File: src/hdl/rv_ctrl_params.svh
`ifndef RV_CTRL_PARAMS_SVH
`define RV_CTRL_PARAMS_SVH

`define ZERO_REG   5'd0
`define RA_REG     5'd1 // Link register of the calling convention.
`define RAS_DEPTH  8    // Must be a power of two for the pointer wrap.

`define OP_LOAD    7'b0000011
`define OP_STORE   7'b0100011
`define OP_BRANCH  7'b1100011
`define OP_JAL     7'b1101111
`define OP_JALR    7'b1100111
`define OP_OPIMM   7'b0010011
`define OP_OP      7'b0110011
`define OP_LUI     7'b0110111

`endif

File: src/hdl/rv_ctrl_pkg.sv
`default_nettype none

package rv_ctrl_pkg;

	typedef struct packed {
		logic [6:0] funct7;
		logic [4:0] rs2;
		logic [4:0] rs1;
		logic [2:0] funct3;
		logic [4:0] rd;
		logic [6:0] opcode;
	} r_fmt_t;

	typedef struct packed {
		logic [11:0] imm;
		logic [4:0]  rs1;
		logic [2:0]  funct3;
		logic [4:0]  rd;
		logic [6:0]  opcode;
	} i_fmt_t;

	typedef struct packed {
		logic [6:0] imm_hi;
		logic [4:0] rs2;
		logic [4:0] rs1;
		logic [2:0] funct3;
		logic [4:0] imm_lo;
		logic [6:0] opcode;
	} s_fmt_t;

	typedef struct packed {
		logic [19:0] imm;
		logic [4:0]  rd;
		logic [6:0]  opcode;
	} j_fmt_t;

	// All views share the opcode, rd, rs1 and rs2 bit positions.
	typedef union packed {
		r_fmt_t r;
		i_fmt_t i;
		s_fmt_t s;
		j_fmt_t j;
	} instr_word_t;

	typedef enum logic [1:0] {
		FWD_NONE = 2'b00,
		FWD_WB   = 2'b01,
		FWD_MEM  = 2'b10
	} fwd_sel_t;

endpackage

`default_nettype wire

File: src/hdl/mini_control.sv
`timescale 1ns/1ps
`default_nettype none
`include "rv_ctrl_params.svh"

module mini_control import rv_ctrl_pkg::*; (
	input  logic       clk,
	input  logic       rst_n,
	input  logic [4:0] rs1,
	input  logic [4:0] rs2,
	input  logic [4:0] rd,
	input  logic [4:0] rd_id,
	input  logic [4:0] rd_ex,
	input  logic [4:0] rd_mem,
	input  logic [4:0] rd_wb,
	input  logic       regwrite_id,
	input  logic       regwrite_ex,
	input  logic       regwrite_mem,
	input  logic       regwrite_wb,
	input  logic       memread_ex,
	input  logic       memread_mem,
	input  logic       jal_id,
	input  logic       jalr_id,
	input  logic       b_type,
	input  logic       mv,
	input  logic       sw,
	input  logic       jal,
	input  logic       jalr,
	input  logic       pl_flush,
	input  logic       pl_stall,
	input  logic [4:0] ras_ra_track,
	output fwd_sel_t   rs1_fwd,
	output fwd_sel_t   rs2_fwd,
	output logic       b_type_prediction_en,
	output logic       jalr_prediction_en,
	output logic       pl_stall_inner,
	output logic       ras_push,
	output logic       ras_pop,
	output logic       ras_rollback_pop_id,
	output logic       ras_rollback_push_id,
	output logic       ras_rollback_push_ex,
	output logic       wr_ra_track_en,
	output logic [4:0] wr_ra_track_data
);

	logic rs1_hz_id, rs1_hz_ex, rs1_hz_mem, rs1_hz_wb;
	logic rs2_hz_id, rs2_hz_ex, rs2_hz_mem, rs2_hz_wb;
	logic rs1_hz_ex_noload;
	logic rs1_hz_mem_load, rs1_hz_mem_noload;
	logic rs2_hz_mem_load, rs2_hz_mem_noload;
	logic is_ret;
	logic rd_is_ra;
	logic advance;
	logic pred_hist_id, pred_hist_ex;

	assign rs1_hz_id  = regwrite_id  && (rd_id  == rs1);
	assign rs1_hz_ex  = regwrite_ex  && (rd_ex  == rs1);
	assign rs1_hz_mem = regwrite_mem && (rd_mem == rs1);
	assign rs1_hz_wb  = regwrite_wb  && (rd_wb  == rs1);
	assign rs2_hz_id  = regwrite_id  && (rd_id  == rs2);
	assign rs2_hz_ex  = regwrite_ex  && (rd_ex  == rs2);
	assign rs2_hz_mem = regwrite_mem && (rd_mem == rs2);
	assign rs2_hz_wb  = regwrite_wb  && (rd_wb  == rs2);

	assign rs1_hz_ex_noload  = rs1_hz_ex && !memread_ex;
	assign rs1_hz_mem_load   = rs1_hz_mem && memread_mem;
	assign rs1_hz_mem_noload = rs1_hz_mem && !memread_mem;
	assign rs2_hz_mem_load   = rs2_hz_mem && memread_mem;
	assign rs2_hz_mem_noload = rs2_hz_mem && !memread_mem;

	// MEM holds the younger value, so it wins over WB.
	assign rs1_fwd = rs1_hz_mem_noload ? FWD_MEM : (rs1_hz_wb ? FWD_WB : FWD_NONE);
	assign rs2_fwd = rs2_hz_mem_noload ? FWD_MEM : (rs2_hz_wb ? FWD_WB : FWD_NONE);

	assign b_type_prediction_en = b_type && (rs1_hz_id || rs2_hz_id || rs1_hz_ex || rs2_hz_ex ||
	                                         rs1_hz_mem_load || rs2_hz_mem_load);

	// A tracker at x0 means no copy of ra is live.
	assign is_ret   = (rs1 == `RA_REG) || ((ras_ra_track != `ZERO_REG) && (rs1 == ras_ra_track));
	assign rd_is_ra = rd == `RA_REG;

	assign jalr_prediction_en = jalr && is_ret && (rs1_hz_id || rs1_hz_ex || rs1_hz_mem_load);
	assign pl_stall_inner     = jalr && !is_ret && (rs1_hz_ex_noload || rs1_hz_mem_load);

	assign advance  = !pl_flush && !pl_stall && !pl_stall_inner;
	assign ras_push = advance && rd_is_ra && (jal || jalr);
	assign ras_pop  = advance && jalr && is_ret;

	// Undo the stack effect of whatever the flush kills in ID and EX.
	assign ras_rollback_pop_id  = pl_flush && !pl_stall && (rd_id == `RA_REG) &&
	                              (jal_id || jalr_id);
	assign ras_rollback_push_id = pl_flush && !pl_stall && pred_hist_id;
	assign ras_rollback_push_ex = pl_flush && !pl_stall && pred_hist_ex;

	always_ff @(posedge clk) begin
		if (!rst_n) begin
			pred_hist_id <= 1'b0;
			pred_hist_ex <= 1'b0;
		end else if (!pl_stall) begin
			pred_hist_id <= jalr_prediction_en && !pl_flush;
			pred_hist_ex <= pred_hist_id && !pl_flush;
		end
	end

	assign wr_ra_track_en   = !pl_stall &&
	                          ((mv && (rs1 == `RA_REG) && (rd != `ZERO_REG)) || (sw && rd_is_ra));
	assign wr_ra_track_data = sw ? `ZERO_REG : rd; // A stored ra may be reloaded anywhere.

endmodule

`default_nettype wire

File: src/hdl/pipe_ctrl_top.sv
`timescale 1ns/1ps
`default_nettype none

module pipe_ctrl_top import rv_ctrl_pkg::*; (
	input  logic        clk,
	input  logic        rst_n,
	input  logic [31:0] instr,
	input  logic [31:0] pc,
	input  logic        pl_flush,
	input  logic        pl_stall,
	output fwd_sel_t    rs1_fwd,
	output fwd_sel_t    rs2_fwd,
	output logic        b_type_prediction_en,
	output logic        jalr_prediction_en,
	output logic        pl_stall_inner,
	output logic [31:0] ras_target
);

	logic [4:0] rs1, rs2, rd;
	logic       regwrite, memread, b_type, jal, jalr, mv, sw;
	logic [4:0] rd_id, rd_ex, rd_mem, rd_wb;
	logic       regwrite_id, regwrite_ex, regwrite_mem, regwrite_wb;
	logic       memread_ex, memread_mem;
	logic       jal_id, jalr_id;
	logic       ras_push, ras_pop;
	logic       ras_rollback_pop_id, ras_rollback_push_id, ras_rollback_push_ex;
	logic       wr_ra_track_en;
	logic [4:0] wr_ra_track_data;
	logic [4:0] ras_ra_track;

	predecode u_predecode (
		.instr(instr), .rs1(rs1), .rs2(rs2), .rd(rd),
		.regwrite(regwrite), .memread(memread), .b_type(b_type),
		.jal(jal), .jalr(jalr), .mv(mv), .sw(sw)
	);

	stage_track u_stage_track (
		.clk(clk), .rst_n(rst_n), .pl_stall(pl_stall),
		.pl_stall_inner(pl_stall_inner), .pl_flush(pl_flush),
		.rd_in(rd), .regwrite_in(regwrite), .memread_in(memread),
		.jal_in(jal), .jalr_in(jalr),
		.rd_id(rd_id), .rd_ex(rd_ex), .rd_mem(rd_mem), .rd_wb(rd_wb),
		.regwrite_id(regwrite_id), .regwrite_ex(regwrite_ex),
		.regwrite_mem(regwrite_mem), .regwrite_wb(regwrite_wb),
		.memread_ex(memread_ex), .memread_mem(memread_mem),
		.jal_id(jal_id), .jalr_id(jalr_id)
	);

	mini_control u_mini_control (
		.clk(clk), .rst_n(rst_n), .rs1(rs1), .rs2(rs2), .rd(rd),
		.rd_id(rd_id), .rd_ex(rd_ex), .rd_mem(rd_mem), .rd_wb(rd_wb),
		.regwrite_id(regwrite_id), .regwrite_ex(regwrite_ex),
		.regwrite_mem(regwrite_mem), .regwrite_wb(regwrite_wb),
		.memread_ex(memread_ex), .memread_mem(memread_mem),
		.jal_id(jal_id), .jalr_id(jalr_id), .b_type(b_type), .mv(mv), .sw(sw),
		.jal(jal), .jalr(jalr), .pl_flush(pl_flush), .pl_stall(pl_stall),
		.ras_ra_track(ras_ra_track), .rs1_fwd(rs1_fwd), .rs2_fwd(rs2_fwd),
		.b_type_prediction_en(b_type_prediction_en),
		.jalr_prediction_en(jalr_prediction_en), .pl_stall_inner(pl_stall_inner),
		.ras_push(ras_push), .ras_pop(ras_pop),
		.ras_rollback_pop_id(ras_rollback_pop_id),
		.ras_rollback_push_id(ras_rollback_push_id),
		.ras_rollback_push_ex(ras_rollback_push_ex),
		.wr_ra_track_en(wr_ra_track_en), .wr_ra_track_data(wr_ra_track_data)
	);

	return_stack u_return_stack (
		.clk(clk), .rst_n(rst_n), .pc(pc), .ras_push(ras_push), .ras_pop(ras_pop),
		.ras_rollback_pop_id(ras_rollback_pop_id),
		.ras_rollback_push_id(ras_rollback_push_id),
		.ras_rollback_push_ex(ras_rollback_push_ex),
		.wr_ra_track_en(wr_ra_track_en), .wr_ra_track_data(wr_ra_track_data),
		.ras_target(ras_target), .ras_ra_track(ras_ra_track)
	);

endmodule

`default_nettype wire

File: src/hdl/predecode.sv
`timescale 1ns/1ps
`default_nettype none
`include "rv_ctrl_params.svh"

module predecode import rv_ctrl_pkg::*; (
	input  instr_word_t instr,
	output logic [4:0]  rs1,
	output logic [4:0]  rs2,
	output logic [4:0]  rd,
	output logic        regwrite,
	output logic        memread,
	output logic        b_type,
	output logic        jal,
	output logic        jalr,
	output logic        mv,
	output logic        sw
);

	logic [6:0] opcode;
	logic       is_load;
	logic       is_store;
	logic       is_branch;
	logic       is_jal;
	logic       is_jalr;
	logic       is_opimm;
	logic       is_op;
	logic       is_lui;
	logic       uses_rs1;
	logic       uses_rs2;

	assign opcode    = instr.r.opcode;
	assign is_load   = opcode == `OP_LOAD;
	assign is_store  = opcode == `OP_STORE;
	assign is_branch = opcode == `OP_BRANCH;
	assign is_jal    = opcode == `OP_JAL;
	assign is_jalr   = opcode == `OP_JALR;
	assign is_opimm  = opcode == `OP_OPIMM;
	assign is_op     = opcode == `OP_OP;
	assign is_lui    = opcode == `OP_LUI;

	// Unused source fields read as x0 so they never match a writer.
	assign uses_rs1 = !(is_jal || is_lui);
	assign uses_rs2 = is_op || is_store || is_branch;

	assign rs1 = uses_rs1 ? instr.i.rs1 : `ZERO_REG;
	assign rs2 = uses_rs2 ? instr.r.rs2 : `ZERO_REG;

	// A store reports its data register here so that a store of ra is visible.
	assign rd = is_store  ? instr.s.rs2 :
	            is_branch ? `ZERO_REG   : instr.i.rd;

	assign regwrite = (is_load || is_opimm || is_op || is_lui || is_jal || is_jalr) &&
	                  (rd != `ZERO_REG);
	assign memread  = is_load;
	assign b_type   = is_branch;
	assign jal      = is_jal;
	assign jalr     = is_jalr;
	assign sw       = is_store;

	// Register move, addi rd, rs1, 0.
	assign mv = is_opimm && (instr.i.funct3 == 3'b000) && (instr.i.imm == 12'd0);

endmodule

`default_nettype wire

File: src/hdl/return_stack.sv
`timescale 1ns/1ps
`default_nettype none
`include "rv_ctrl_params.svh"

module return_stack (
	input  logic        clk,
	input  logic        rst_n,
	input  logic [31:0] pc,
	input  logic        ras_push,
	input  logic        ras_pop,
	input  logic        ras_rollback_pop_id,
	input  logic        ras_rollback_push_id,
	input  logic        ras_rollback_push_ex,
	input  logic        wr_ra_track_en,
	input  logic [4:0]  wr_ra_track_data,
	output logic [31:0] ras_target,
	output logic [4:0]  ras_ra_track
);

	localparam int PTR_W = $clog2(`RAS_DEPTH);

	logic [31:0]      ras_mem [`RAS_DEPTH];
	logic [PTR_W-1:0] ptr;
	logic [PTR_W-1:0] top_idx;
	logic [PTR_W-1:0] push_idx;
	logic signed [3:0] ptr_delta;

	always_comb begin
		ptr_delta = 4'sd0;
		if (ras_push)
			ptr_delta = ptr_delta + 4'sd1;
		if (ras_pop)
			ptr_delta = ptr_delta - 4'sd1;
		if (ras_rollback_pop_id)
			ptr_delta = ptr_delta - 4'sd1;
		if (ras_rollback_push_id)
			ptr_delta = ptr_delta + 4'sd1;
		if (ras_rollback_push_ex)
			ptr_delta = ptr_delta + 4'sd1;
	end

	assign top_idx  = ptr - 1'b1;
	assign push_idx = ptr - {{(PTR_W-1){1'b0}}, ras_pop}; // Slot after a same-cycle pop.

	always_ff @(posedge clk) begin
		if (!rst_n) begin
			ptr <= '0;
		end else begin
			ptr <= ptr + ptr_delta[PTR_W-1:0]; // Wraps modulo the depth.
		end
	end

	// Popped entries stay in place so a rollback can bring them back.
	always_ff @(posedge clk) begin
		if (ras_push) begin
			ras_mem[push_idx] <= pc + 32'd4;
		end
	end

	always_ff @(posedge clk) begin
		if (!rst_n) begin
			ras_ra_track <= 5'd0;
		end else if (wr_ra_track_en) begin
			ras_ra_track <= wr_ra_track_data;
		end
	end

	assign ras_target = ras_mem[top_idx];

endmodule

`default_nettype wire

File: src/hdl/stage_track.sv
`timescale 1ns/1ps
`default_nettype none

module stage_track (
	input  logic       clk,
	input  logic       rst_n,
	input  logic       pl_stall,
	input  logic       pl_stall_inner,
	input  logic       pl_flush,
	input  logic [4:0] rd_in,
	input  logic       regwrite_in,
	input  logic       memread_in,
	input  logic       jal_in,
	input  logic       jalr_in,
	output logic [4:0] rd_id,
	output logic [4:0] rd_ex,
	output logic [4:0] rd_mem,
	output logic [4:0] rd_wb,
	output logic       regwrite_id,
	output logic       regwrite_ex,
	output logic       regwrite_mem,
	output logic       regwrite_wb,
	output logic       memread_ex,
	output logic       memread_mem,
	output logic       jal_id,
	output logic       jalr_id
);

	logic memread_id;

	always_ff @(posedge clk) begin
		if (!rst_n) begin
			rd_id        <= 5'd0;
			rd_ex        <= 5'd0;
			rd_mem       <= 5'd0;
			rd_wb        <= 5'd0;
			regwrite_id  <= 1'b0;
			regwrite_ex  <= 1'b0;
			regwrite_mem <= 1'b0;
			regwrite_wb  <= 1'b0;
			memread_id   <= 1'b0;
			memread_ex   <= 1'b0;
			memread_mem  <= 1'b0;
			jal_id       <= 1'b0;
			jalr_id      <= 1'b0;
		end else if (!pl_stall) begin
			if (pl_flush || pl_stall_inner) begin // Bubble into ID.
				rd_id       <= 5'd0;
				regwrite_id <= 1'b0;
				memread_id  <= 1'b0;
				jal_id      <= 1'b0;
				jalr_id     <= 1'b0;
			end else begin
				rd_id       <= rd_in;
				regwrite_id <= regwrite_in;
				memread_id  <= memread_in;
				jal_id      <= jal_in;
				jalr_id     <= jalr_in;
			end
			rd_ex        <= pl_flush ? 5'd0 : rd_id;
			regwrite_ex  <= pl_flush ? 1'b0 : regwrite_id;
			memread_ex   <= pl_flush ? 1'b0 : memread_id;
			rd_mem       <= rd_ex;
			regwrite_mem <= regwrite_ex;
			memread_mem  <= memread_ex;
			rd_wb        <= rd_mem;
			regwrite_wb  <= regwrite_mem;
		end
	end

endmodule

`default_nettype wire

File: config.mk
export PLATFORM = sky130hd
export DESIGN_NAME = pipe_ctrl_top
export DESIGN_NICKNAME = d
export VERILOG_FILES = /design/src/hdl/rv_ctrl_pkg.sv /design/src/hdl/mini_control.sv /design/src/hdl/pipe_ctrl_top.sv /design/src/hdl/predecode.sv /design/src/hdl/return_stack.sv /design/src/hdl/stage_track.sv
export VERILOG_INCLUDE_DIRS = /design/src /design/src/hdl
export SDC_FILE = /design/constraint.sdc
export NUM_CORES = 1
export LEC_CHECK = 0
export BUFFER_PORTS_ARGS = -buffer_cell sky130_fd_sc_hd__buf_2
export CAP_MARGIN = 5
export CORE_MARGIN = 2
export CORE_UTILIZATION = 60
export CTS_CLUSTER_SIZE = 16
export DETAILED_ROUTE_END_ITERATION = 6
export GPL_TIMING_DRIVEN = 1
export MAX_ROUTING_LAYER = met4
export PLACE_DENSITY = 0.8
export SLEW_MARGIN = 40
export SYNTH_ARGS = -nofsm -noshare
export SYNTH_HDL_FRONTEND = slang
export SYNTH_HIERARCHICAL = 1
export SYNTH_SLANG_ARGS = --single-unit
File: constraint.sdc
create_clock -name clk -period 7.8 [get_ports clk]
set_input_delay 0.78 -clock clk [delete_from_list [all_inputs] [get_ports clk]]
set_output_delay 0.78 -clock clk [all_outputs]
set_load 0.02 [all_outputs]
==> out/metrics.cfg <==
[yosys]
synth_top_cell_by_area = edfxtp_1
ys_types = 52
netlist_instances = 808
synth_edf_count = 256
synth_area_per_cell_um2 = 16.4
async_flop_share_pct = 0
synth_top_area_share_pct = 57.9
yosysSeqAreaShare_pct = 63.8
syn_nets = 887
synth_ff_type = edfxtp_1
yosys-top-cells-area = edfxtp_1 58%, mux4_2 11%, dfxtp_1 5.9%
yosysWarnings = 6
netlist_area_um2 = 13300
ys_ff_latch = 295

[cells_and_area]
final_common_cell = edfxtp_1
stdcell_count = 1216
final_nets = 994
area_growth_pct = 12.4
layout_common_cells = 256 x edfxtp_1, 106 x buf_2, 65 x mux4_2
drive_gt1_share_pct = 30.6

[power]
vdd_drop_max_v = 0.000142
p_leak_uw = 0.00500
p_per_area_nw_per_um2 = 206

[timing]
clock_skew_ns = 0.00993
fin_crit_sh_pct = 70.4
hold_viol_final = 0
slew_headroom_pct = 53.2
slew_viol_final = 0
fin_ws_ns = 2.31
worst_pin_slew_ns = 0.697
final-setup-viol-count = 0
clock.fmax_mhz = 182
post-route-min-period_ns = 5.49
grt_setup_unrepaired = no
fin_tns_setup_ns = 0

[grt]
grt_max_degree = 52
top_usage_layer = met2
groute.usage.overall_pct = 23.9
grt_pass1_vias = 7369
grtUsageMet1_pct = 34.0
antenna_found_initial = 2
use_met2_pct = 38.1
grt_overflow = 0
met3_usage_pct = 3.24
grt_pass1_wl_um = 41900

[critical_path]
rr_worst_depth = 17
r2r_start = u_stage_track/rd_ex[0]
crit_arrival_ns = 5.92
crit_required_ns = 8.22
cp_top_family = compound AO/OA/AOI/OAI gates
slowest_stage = a211oi_1
critPathLaunchType = input pin
crit_type = input pin to flip-flop
cpPeakStageDelay_ns = 0.57
reg2reg_to = u_return_stack/ptr[2]
path_buf_inv = 2
end_kind = flip-flop
worstPathMaxFanout = 15
crit_chain = buf_2 > nand3b_1 > a211oi_1 > nor2b_1 > xor2_1 > nor4_1 > a21oi_1 > a31oi_1 > inv_1 > ha_1 > xnor2_1 > mux4_2 > ha_1 > nand2_1 > o21ai_0 > fa_1 > xor2_1 > xnor2_1 > xnor2_1 > and2_1
cpMostUsedCell = xnor2_1
rrSetupSlack_ns = 3.49

[clock_network]
cts_root_buffer = clkbuf_16
clkLatencyLatePin_ns = 0.53
cts_resized = 0
postCtsSetupBuffers = 0
cts_buffer_depth = 3
numCtsBuffers = 27
ctsHoldBuffers = 0
clk_pin_slew_ns = 0.07
clock_sinks = 295
cts_tree = done
cts_max_level = 1

[hold_path]
hold_start = u_stage_track/memread_id
hold_class = flip-flop to flip-flop
hold_depth = 2
hold_end = u_stage_track/memread_id

[floorplanning]
row_count = 54
start_util_pct = 61.0
die_area_um2 = 23300
die_h_um = 153
coreArea_um2 = 21800
io_pins = 107
fp.dieW_um = 153

[route]
wl_per_cell_um = 22.2
vias = 7350
ant_nets = 0
vias_per_cell = 6.04
drcViolationCount = 0
drt_first_iter_violations = 530
drt-total-wl_um = 27000
first_pass_iters = 4

[run]
maxCapViolations = 0

[placed_design]
dp_cells = 1166
dp_hpwl_um = 16500
dp_slack_ns = 1.81
place_congestion = 0.861
port_buffers = 106

[outcome]
status = completed

-- worst max-delay path by stage --
stage,startpoint,endpoint,cells past startpoint
finish,instr[6],u_return_stack/ptr[2],20
global route,instr[6],u_return_stack/ptr[2],21
CTS,instr[6],u_return_stack/ptr[2],20
detailed placement,instr[6],u_return_stack/ptr[2],20
global placement,instr[6],u_return_stack/ptr[2],21
floorplan,instr[1],u_return_stack/ras_mem[3][0],12
-- layout make-up --
cell class	instances	area, um2
Fill cell	1472	6840
Clock buffer	34	733
Tap cell	280	350
Inverter	11	41.3
Sequential cell	295	8470
Clock inverter	14	109
Timing Repair Buffer	120	639
Multi-Input combinational cell	460	4570
Antenna cell	2	5.00
-- per-stage QoR --
step / hold slack, ns / power [uW] / utilization, % / cell area (um2)
2_1_floorplan: 0.448 / 1810 / - / 13300
3_3_place_gp: 0.463 / 1850 / 64.6 / 14000
3_5_place_dp: 0.472 / 1850 / 64.6 / 14100
6_report: 0.481 / 3070 / 68.6 / 14900
4_1_cts: 0.482 / 3100 / 68.5 / 14900
5_1_grt: 0.519 / 3160 / 68.6 / 14900
-- worst min-delay path: stages (launching register included) --
cell and delay [ns]:
dfxtp_1 0.31, nand2_1 0.06, a21boi_0 0.07
-- registers in the layout, indices dropped and copies added (netlist names) --
signal,flops
u_stage_track/rd_ex,5
u_stage_track/regwrite_ex,1
u_stage_track/regwrite_id,1
u_return_stack/ras_mem,256
u_stage_track/jalr_id,1
u_stage_track/regwrite_wb,1
u_stage_track/rd_mem,5
u_stage_track/memread_id,1
u_mini_control/pred_hist_id,1
u_stage_track/jal_id,1
u_stage_track/regwrite_mem,1
u_stage_track/rd_id,5
u_return_stack/ptr,3
u_stage_track/memread_ex,1
u_stage_track/rd_wb,5
u_stage_track/memread_mem,1
u_mini_control/pred_hist_ex,1
u_return_stack/ras_ra_track,5
-- report_power, final --
group	internal, uW	switching [uW]
Clock	702	554
Combinational	37.4	61.6
Sequential	1720	2.80
-- cells in the mapped netlist, types with 2 or more instances --
cell type  instances
clkbuf_1          15
nand2b_1          10
buf_4              7
ha_1              10
buf_6             12
edfxtp_1         256
nand3b_1           3
mux2i_1           19
nand2_1           33
nor4_1            17
a21oi_1            5
nor3_1            10
nor3b_1            2
o2111ai_1          2
buf_2              8
or3b_2             7
nor2_1            16
mux4_2            65
o21ai_0            5
and3_1             9
mux2_2            33
and2_1            13
or4b_1             9
nor2b_1           33
dfxtp_1           39
a21boi_1           8
a21boi_0           9
and4_1             6
xor2_1            42
inv_1             11
xnor2_1           42
a211oi_1           2
nand3_1           19
nand4_1           13
-- routing by layer --
metal,wire length [um],share of wire [%]
met2,13300,49
met1,11800,44
met4,361,1.3
met5,0,0
met3,1530,5.7
-- cell families (layout without fill, tap and decap cells) --
group                    after synthesis  after routing  synth area share (%)
buffers and inverters                 53            179                  2.45
AO/OA/AOI/OAI                         40             40                  2.24
adder cells (fa/ha/maj)               11             11                  1.09
AND/OR/NAND/NOR                      207            207                  9.48
flip-flops                           295            295                  63.8
other                                  0              2                     0
multiplexers                         118            118                  15.4
XOR/XNOR                              84             84                  5.54
No activity file was read; power rests on OpenSTA's default activity.
